<file path="src/verilog/spi_init_pkg.sv">
package spi_init_pkg;

    ////////////////////////////////////////////////////////////
    // data widths on the spi side
    ////////////////////////////////////////////////////////////

    // one byte into the spi data fifo
    typedef logic [7:0] spi_byte_t;

    // device select written into the spi write-request queue
    typedef logic [7:0] dev_code_t;

    // position in the power-up register list, 0 to NUM_REGS-1
    typedef logic [3:0] reg_idx_t;

    // byte position inside a register, or a register length
    typedef logic [3:0] byte_cnt_t;

    ////////////////////////////////////////////////////////////
    // table sizes
    ////////////////////////////////////////////////////////////

    localparam int NUM_REGS      = 11;  // dds cfr1/cfr2/pcr0, 4 x rsyn, 4 x msyn
    localparam int MAX_REG_BYTES = 9;   // pcr0 is the long one

    ////////////////////////////////////////////////////////////
    // device codes seen by the spi processor
    ////////////////////////////////////////////////////////////

    localparam dev_code_t DEV_DDS  = 8'h01;  // direct digital synthesizer
    localparam dev_code_t DEV_RSYN = 8'h02;  // reference synthesizer
    localparam dev_code_t DEV_MSYN = 8'h03;  // main synthesizer

    ////////////////////////////////////////////////////////////
    // state machines
    ////////////////////////////////////////////////////////////

    // byte pump
    typedef enum logic [0:0] {
        PUMP_IDLE,      // waiting for a start strobe
        PUMP_WRITE      // a byte sits on the data fifo port
    } pump_state_t;

    // register sequencer
    typedef enum logic [2:0] {
        SEQ_IDLE,       // waiting for enable and processor idle
        SEQ_START,      // kick the byte pump for the current register
        SEQ_PUMP,       // bytes going into the data fifo
        SEQ_QUEUE,      // device code held on the queue port
        SEQ_SETTLE,     // one cycle for the processor to drop idle
        SEQ_WAIT_IDLE,  // spi transfer in flight
        SEQ_DONE        // done pulse cycle
    } seq_state_t;

endpackage
</file>
<file path="src/verilog/spi_init_top.sv">
`timescale 1ns/1ns

module spi_init_top (
    input  logic                    clk,
    input  logic                    rst,
    input  logic                    init_enable_i,
    input  logic                    spi_proc_idle_i,
    // spi data fifo
    output spi_init_pkg::spi_byte_t spi_data_o,
    output logic                    spi_wr_en_o,
    input  logic                    spi_wr_ack_i,
    // spi write-request queue
    output spi_init_pkg::dev_code_t spiwr_queue_data_o,
    output logic                    spiwr_queue_wr_en_o,
    input  logic                    spiwr_queue_wr_ack_i,
    // to caller
    output logic                    init_done_o,
    output logic                    init_busy_o
);
    import spi_init_pkg::*;

    reg_idx_t  reg_idx;      // sequencer -> table
    byte_cnt_t byte_idx;     // pump -> table
    spi_byte_t tbl_byte;
    byte_cnt_t tbl_len;
    dev_code_t tbl_dev;
    logic      pump_start;
    logic      pump_done;

    init_sequencer u_seq (
        .clk                  (clk),
        .rst                  (rst),
        .init_enable_i        (init_enable_i),
        .spi_proc_idle_i      (spi_proc_idle_i),
        .pump_done_i          (pump_done),
        .dev_code_i           (tbl_dev),
        .spiwr_queue_wr_ack_i (spiwr_queue_wr_ack_i),
        .reg_idx_o            (reg_idx),
        .pump_start_o         (pump_start),
        .spiwr_queue_data_o   (spiwr_queue_data_o),
        .spiwr_queue_wr_en_o  (spiwr_queue_wr_en_o),
        .init_done_o          (init_done_o),
        .init_busy_o          (init_busy_o)
    );

    init_byte_pump u_pump (
        .clk          (clk),
        .rst          (rst),
        .start_i      (pump_start),
        .reg_len_i    (tbl_len),     // length straight from the table
        .byte_i       (tbl_byte),
        .spi_wr_ack_i (spi_wr_ack_i),
        .byte_idx_o   (byte_idx),
        .spi_data_o   (spi_data_o),
        .spi_wr_en_o  (spi_wr_en_o),
        .done_o       (pump_done)
    );

    init_reg_table u_table (
        .reg_idx_i  (reg_idx),
        .byte_idx_i (byte_idx),
        .byte_o     (tbl_byte),
        .reg_len_o  (tbl_len),
        .dev_code_o (tbl_dev)
    );

endmodule

</file>
<file path="src/verilog/init_sequencer.sv">
`timescale 1ns/1ns

module init_sequencer (
    input  logic                    clk,
    input  logic                    rst,
    input  logic                    init_enable_i,         // level run request
    input  logic                    spi_proc_idle_i,
    input  logic                    pump_done_i,           // register bytes all in
    input  spi_init_pkg::dev_code_t dev_code_i,            // from table
    input  logic                    spiwr_queue_wr_ack_i,
    output spi_init_pkg::reg_idx_t  reg_idx_o,             // to table
    output logic                    pump_start_o,
    output spi_init_pkg::dev_code_t spiwr_queue_data_o,
    output logic                    spiwr_queue_wr_en_o,
    output logic                    init_done_o,
    output logic                    init_busy_o
);
    import spi_init_pkg::*;

    seq_state_t state;
    logic       en_seen_low;  // enable dropped since the last run began
    logic       last_reg;     // current register is the final one

    assign last_reg     = (reg_idx_o == reg_idx_t'(NUM_REGS - 1));
    assign pump_start_o = (state == SEQ_START);  // one cycle per register

    ////////////////////////////////////////////////////////////
    // register walk
    ////////////////////////////////////////////////////////////

    always_ff @(posedge clk) begin
        if (rst) begin
            state               <= SEQ_IDLE;
            reg_idx_o           <= '0;
            en_seen_low         <= 1'b1;   // first run after reset allowed
            spiwr_queue_wr_en_o <= 1'b0;
            init_done_o         <= 1'b0;
            init_busy_o         <= 1'b0;
        end else begin
            if (!init_enable_i) begin
                en_seen_low <= 1'b1;
            end
            case (state)
                SEQ_IDLE: begin
                    if (init_enable_i && spi_proc_idle_i && en_seen_low) begin
                        en_seen_low <= 1'b0;        // one run per enable
                        reg_idx_o   <= '0;
                        init_busy_o <= 1'b1;
                        state       <= SEQ_START;
                    end
                end
                SEQ_START: begin
                    state <= SEQ_PUMP;              // pump latches start this edge
                end
                SEQ_PUMP: begin
                    if (pump_done_i) begin
                        spiwr_queue_wr_en_o <= 1'b1;
                        state               <= SEQ_QUEUE;
                    end
                end
                SEQ_QUEUE: begin
                    if (spiwr_queue_wr_ack_i) begin
                        spiwr_queue_wr_en_o <= 1'b0;
                        state               <= SEQ_SETTLE;
                    end
                end
                SEQ_SETTLE: begin
                    // processor may still show idle here
                    state <= SEQ_WAIT_IDLE;
                end
                SEQ_WAIT_IDLE: begin
                    if (spi_proc_idle_i) begin
                        if (last_reg) begin
                            init_done_o <= 1'b1;
                            state       <= SEQ_DONE;
                        end else begin
                            reg_idx_o <= reg_idx_o + 4'd1;
                            state     <= SEQ_START;
                        end
                    end
                end
                SEQ_DONE: begin
                    init_done_o <= 1'b0;            // single cycle pulse
                    init_busy_o <= 1'b0;
                    state       <= SEQ_IDLE;
                end
                default: begin
                    state <= SEQ_IDLE;
                end
            endcase
        end
    end

    // device code captured with the queue request, stable until acked
    always_ff @(posedge clk) begin
        if ((state == SEQ_PUMP) && pump_done_i) begin
            spiwr_queue_data_o <= dev_code_i;
        end
    end

endmodule

</file>
<file path="src/verilog/init_byte_pump.sv">
`timescale 1ns/1ns

module init_byte_pump (
    input  logic                    clk,
    input  logic                    rst,
    input  logic                    start_i,       // one cycle, from sequencer
    input  spi_init_pkg::byte_cnt_t reg_len_i,     // from table, valid with start
    input  spi_init_pkg::spi_byte_t byte_i,        // table byte at byte_idx_o
    input  logic                    spi_wr_ack_i,  // data fifo took the byte
    output spi_init_pkg::byte_cnt_t byte_idx_o,
    output spi_init_pkg::spi_byte_t spi_data_o,
    output logic                    spi_wr_en_o,
    output logic                    done_o         // one cycle after last ack
);
    import spi_init_pkg::*;

    pump_state_t state;
    byte_cnt_t   byte_idx;   // next byte to fetch, also count of bytes loaded
    byte_cnt_t   reg_len;    // latched length of the current register
    logic        load;       // put byte_i on the fifo port this edge
    logic        last_ack;   // final byte of the register accepted

    assign byte_idx_o = byte_idx;

    assign last_ack = (state == PUMP_WRITE) && spi_wr_ack_i && (byte_idx == reg_len);

    // start loads byte 0, every ack but the last loads the next one
    assign load = ((state == PUMP_IDLE) && start_i) ||
                  ((state == PUMP_WRITE) && spi_wr_ack_i && (byte_idx != reg_len));

    ////////////////////////////////////////////////////////////
    // control
    ////////////////////////////////////////////////////////////

    always_ff @(posedge clk) begin
        if (rst) begin
            state       <= PUMP_IDLE;
            byte_idx    <= '0;
            spi_wr_en_o <= 1'b0;
            done_o      <= 1'b0;
        end else begin
            done_o <= 1'b0;  // strobe
            case (state)
                PUMP_IDLE: begin
                    if (start_i) begin
                        spi_wr_en_o <= 1'b1;           // byte 0 valid next cycle
                        byte_idx    <= byte_idx + 4'd1;
                        state       <= PUMP_WRITE;
                    end
                end
                PUMP_WRITE: begin
                    if (last_ack) begin
                        spi_wr_en_o <= 1'b0;
                        done_o      <= 1'b1;
                        byte_idx    <= '0;             // ready for the next register
                        state       <= PUMP_IDLE;
                    end else if (spi_wr_ack_i) begin
                        byte_idx <= byte_idx + 4'd1;   // enable stays up
                    end
                end
                default: begin
                    state <= PUMP_IDLE;
                end
            endcase
        end
    end

    ////////////////////////////////////////////////////////////
    // payload
    ////////////////////////////////////////////////////////////

    always_ff @(posedge clk) begin
        if (load) begin
            spi_data_o <= byte_i;     // held until acked
        end
        if ((state == PUMP_IDLE) && start_i) begin
            reg_len <= reg_len_i;
        end
    end

endmodule

</file>
<file path="src/verilog/init_reg_table.sv">
`timescale 1ns/1ns

module init_reg_table (
    input  spi_init_pkg::reg_idx_t  reg_idx_i,   // which register
    input  spi_init_pkg::byte_cnt_t byte_idx_i,  // which byte, 0 is ls byte
    output spi_init_pkg::spi_byte_t byte_o,
    output spi_init_pkg::byte_cnt_t reg_len_o,
    output spi_init_pkg::dev_code_t dev_code_o
);
    import spi_init_pkg::*;

    ////////////////////////////////////////////////////////////
    // register values, ls byte in bits 7:0
    ////////////////////////////////////////////////////////////

    // dds control and profile registers
    localparam logic [8*MAX_REG_BYTES-1:0] CFR1_VAL = 72'h00_0000_4000;
    localparam logic [8*MAX_REG_BYTES-1:0] CFR2_VAL = 72'h0100_0249_9000;
    localparam logic [8*MAX_REG_BYTES-1:0] PCR0_VAL = 72'h06_0000_0d9d_f51b_3bea;

    // synthesizer setup words, same layout for both parts
    localparam logic [8*MAX_REG_BYTES-1:0] SYN_INIT_VAL = 72'h1f_f813;  // init latch
    localparam logic [8*MAX_REG_BYTES-1:0] SYN_FUNC_VAL = 72'h1f_f812;  // function latch
    localparam logic [8*MAX_REG_BYTES-1:0] RSYN_REF_VAL = 72'h00_0008;  // r counter
    localparam logic [8*MAX_REG_BYTES-1:0] RSYN_DIV_VAL = 72'h00_0b19;  // n counter
    localparam logic [8*MAX_REG_BYTES-1:0] MSYN_REF_VAL = 72'h00_0004;
    localparam logic [8*MAX_REG_BYTES-1:0] MSYN_DIV_VAL = 72'h00_0a0d;

    logic [8*MAX_REG_BYTES-1:0] reg_val;  // selected register, zero padded

    // value lookup
    always_comb begin
        case (reg_idx_i)
            4'd0:    reg_val = CFR1_VAL;
            4'd1:    reg_val = CFR2_VAL;
            4'd2:    reg_val = PCR0_VAL;
            4'd3:    reg_val = SYN_INIT_VAL;
            4'd4:    reg_val = SYN_FUNC_VAL;
            4'd5:    reg_val = RSYN_REF_VAL;
            4'd6:    reg_val = RSYN_DIV_VAL;
            4'd7:    reg_val = SYN_INIT_VAL;
            4'd8:    reg_val = SYN_FUNC_VAL;
            4'd9:    reg_val = MSYN_REF_VAL;
            4'd10:   reg_val = MSYN_DIV_VAL;
            default: reg_val = '0;            // past the end of the list
        endcase
    end

    // length in bytes
    always_comb begin
        case (reg_idx_i)
            4'd0:    reg_len_o = 4'd5;   // cfr1
            4'd1:    reg_len_o = 4'd6;   // cfr2
            4'd2:    reg_len_o = 4'd9;   // pcr0
            default: reg_len_o = (reg_idx_i < reg_idx_t'(NUM_REGS)) ? 4'd3 : 4'd0;
        endcase
    end

    // device code by position in the list
    always_comb begin
        if (reg_idx_i < 4'd3) begin
            dev_code_o = DEV_DDS;
        end else if (reg_idx_i < 4'd7) begin
            dev_code_o = DEV_RSYN;
        end else begin
            dev_code_o = DEV_MSYN;
        end
    end

    // shift picks the byte, anything past the top reads as zero
    assign byte_o = spi_byte_t'(reg_val >> (8 * byte_idx_i));

endmodule

</file>
<file path="config.mk">
export PLATFORM = sky130hd
export DESIGN_NAME = spi_init_top
export DESIGN_NICKNAME = d
export VERILOG_FILES = /design/src/verilog/spi_init_pkg.sv /design/src/verilog/spi_init_top.sv /design/src/verilog/init_sequencer.sv /design/src/verilog/init_byte_pump.sv /design/src/verilog/init_reg_table.sv
export SDC_FILE = /design/constraint.sdc
export NUM_CORES = 1
export LEC_CHECK = 0
export BUFFER_PORTS_ARGS = -buffer_cell sky130_fd_sc_hd__buf_2
export CAP_MARGIN = 10
export CORE_MARGIN = 2
export CORE_UTILIZATION = 55
export DETAILED_ROUTE_END_ITERATION = 6
export PLACE_DENSITY = 0.76
export SYNTH_ARGS = -nofsm -noshare
export SYNTH_HDL_FRONTEND = slang
export SYNTH_SLANG_ARGS = --single-unit
</file>
<file path="constraint.sdc">
create_clock -name clk -period 5.7 [get_ports clk]
set_clock_uncertainty 0.1 [all_clocks]
set_input_delay 0.855 -clock clk [delete_from_list [all_inputs] [get_ports clk]]
set_output_delay 0.855 -clock clk [all_outputs]
set_load 0.02 [all_outputs]
</file>
==> out/results.txt <==
Area Overhead vs Synth: 8.232%
Synth area leader: dfxtp_1
Ys flop type: dfxtp_1
Final Setup Violations: 0
DRT antenna net count: 0
Non-filler cells, final: 315
H-tree levels: 2
Placed cells: 307
Count of final hold-check violations: 0
WP buf/inv: 3
CP startpoint kind: flop
Initial antenna violation count: 0
WL met3: 214 µm
Vias: 1749
DR pass1 iterations: 4
Unrepaired setup endpoints after global routing: false
Core outline area: 0.004086 mm²
Int Pwr: 0.5090 mW
Layout fillers: 359
Routed wl met2: 1864 µm
Clock sinks: 47
Most used cell, CP: inv_1
Switching share of power: 0.2441
List of most frequent post-synthesis cells: dfxtp_1 (33), nor2_1 (30), inv_1 (16), nand2_1 (16)
Met1 wire length: 1962 µm
Worst Path Required: 5.75 ns
Gr ovfl total: 0
Post-CTS setup buffers: 0
EDFF count, synth: 14
GP Congestion: 0.8356
Seq pwr share: 0.553
Chip Height: 69.66 µm
Largest net degree at the start of global routing: 21
Worst path arrival time: 3.00 ns
Post-CTS sizing: 0
DP Worst Slack: 2.552 ns
Pwr per Cell Area: 262.4 mW/mm²
Seq/Total Area, Yosys: 0.4559
Hold Crit Class: flop to flop
Crit path max-delay cell type: mux2i_1
HPWL after DPL: 3039 µm
Cell variety after synth: 51
Vias/cell: 5.552
TritonCTS clock tree: yes
Minimum clock period: 2.944 ns
Clk root buf: clkbuf_8
Worst Path Max Fanout: 7
CTS buffer count: 5
Worst vdd ir: 129.9 µV
Storage cell area: 0.001081 mm²
Fin worst setup slack: 2.756 ns
Net count, final: 279
N_diodes: 0
Most frequent cell after synthesis: dfxtp_1
Worst relative slew slack: 0.4287
Top cell type's share of synthesized area: 0.2786
Largest stage delay, worst path: 0.52 ns
Hold Buf Count CTS: 0
Async set or reset register ratio after synthesis: 0
Die width: 69.66 µm
Vias in the first global route: 1597
Worst skew pair latency: 0.30 ns
Pin slew with the least headroom to its limit: 0.8551 ns
CTS clock-pin slew for the worst setup and hold paths: 0.09 ns
Fmax: 339.7 MHz
Cells after Synth: 252
Share of cells above drive strength 1: 0.1245
Pins over their slew limit: 0
FF+latch count, synth: 47
Yosys warns: 0
Hold depth: 1
Drt wl/cell: 13.01 µm
First-pass GRT wire length: 7093 µm
Crit Path Class: flop to flop
Switching pwr: 0.1644 mW
Die area: 0.004852 mm²
Avg Synthesized Cell Area: 9.409 µm²
Post-Syn Area: 0.002371 mm²
Tot GR Track Use: 0.1810
Comb power frac: 0.086
Clk pwr share: 0.361
Setup TNS: 0 ns
Area of the multi-input gates: 0.001145 mm²
Synth area leaders: dfxtp_1 (28%), edfxtp_1 (18%), mux2i_1 (5.9%)
Drt total wl: 4097 µm
Leakage power: 1.064 nW
Max-cap violation count: 0
Row count: 23
R2r setup slk: 2.76 ns
Post-route DRC: 0
Top Family by Delay on Critical Path: adder cells
Top Layer Used: met4
Setup crit end kind: flop
Initial drt markers: 113
Status: completed
Initial Utilization: 0.5802
R2R cell count: 10
Crit-path cells: inv_1 > ha_1 > and3b_1 > a2bb2oi_2 > mux2i_1 > inv_1 > ha_1 > inv_1 > nand3_1 > o211ai_1
Ports: 26
Clock Path Buffers: 2
Final period util: 0.5165
Worst path depth: 10
Port Buffers: 19
[layer usage]
metal | up-vias | global-route usage
li1 | 905 | -
met1 | 803 | 0.2336
met2 | 36 | 0.2927
met3 | 5 | 0.04942
met4 | 0 | 0.06410
met5 | - | 0
[registers in the layout (all words and copies together) (netlist names)]
name and flops:
u_seq.reg_idx_o 4, u_pump.reg_len 4, u_pump.byte_idx_o 4, u_pump.done_o 1, u_pump.state 1, u_pump.spi_data_o 8, u_pump.spi_wr_en_o 1, u_seq.init_busy_o 1
u_seq.state 3, u_seq.spiwr_queue_data_o 2, u_table.reg_val 15, u_seq.init_done_o 1, u_seq.en_seen_low 1, u_seq.spiwr_queue_wr_en_o 1
[layout make-up]
type	instances	area share
Sequential cell	47	0.4213
Inverter	17	0.02487
Clock buffer	5	0.02682
Timing Repair Buffer	20	0.03998
Multi-Input combinational cell	173	0.4461
Tap cell	50	0.02438
Clock inverter	3	0.01658
[final timing paths]
path                                                start                   endpoint
worst max-delay path                   u_seq.reg_idx_o[0]        u_table.reg_val[15]
worst min-delay path            u_seq.spiwr_queue_wr_en_o  u_seq.spiwr_queue_wr_en_o
worst max register to register         u_seq.reg_idx_o[0]        u_table.reg_val[15]
worst min register to register  u_seq.spiwr_queue_wr_en_o  u_seq.spiwr_queue_wr_en_o
[cell usage in the layout, fill, tap and decap left out, types with 5 or more instances in the layout]
master    netlist  routed
o21ai_0        11      11
a31oi_1         5       5
nand3_1         5       5
mux2i_1        14      14
a21oi_1        10      10
conb_1          1       6
edfxtp_1       14      14
nor3_1          6       6
ha_1            9       9
nor2_1         30      30
xor2_1          5       5
clkbuf_8        0       5
inv_1          16      16
nand2_1        16      16
dfxtp_1        33      33
buf_2           2      19
[cell families (layout without fill, tap and decap cells)]
logic type / after synthesis / count (layout) / synth area share
DFF: 47 / 47 / 0.4559
other: 1 / 6 / 0.001582
adders and majority gates: 9 / 9 / 0.04749
buffers and inverters: 37 / 45 / 0.06913
xor gates and xnor gates: 7 / 7 / 0.02586
AOI/OAI and AO/OA: 50 / 50 / 0.1451
and+or+nand+nor: 85 / 85 / 0.1815
muxes: 16 / 16 / 0.07335
[through the flow]
stage | hold WS (ns) | util | total power [mW] | cell area, µm²
2_1_floorplan | 0.3516 | - | 0.4243 | 2390
4_1_cts | 0.3705 | 0.6280 | 0.6779 | 2566
3_5_place_dp | 0.3484 | 0.6007 | 0.4377 | 2455
5_1_grt | 0.4092 | 0.6280 | 0.7009 | 2566
6_report | 0.3656 | 0.6280 | 0.6733 | 2566
3_3_place_gp | 0.3454 | 0.6007 | 0.4357 | 2455
[power groups by stage]
stage	Sequential (mW)	Combinational, mW	Clock (mW)
final	0.372	0.0578	0.243
after global routing	0.374	0.0643	0.262
after CTS	0.372	0.0583	0.248
after detailed placement	0.380	0.0578	0
after global placement	0.379	0.0565	0
after floorplan	0.378	0.0467	0
[worst reg2reg max path, cell delays in order, from the launching register on]
cell,delay (ns)
dfxtp_1,0.38
inv_1,0.10
ha_1,0.20
and3b_1,0.30
a2bb2oi_2,0.37
mux2i_1,0.53
inv_1,0.16
ha_1,0.37
inv_1,0.07
nand3_1,0.12
o211ai_1,0.10
Note: power is estimated with default switching activity, not from simulation.
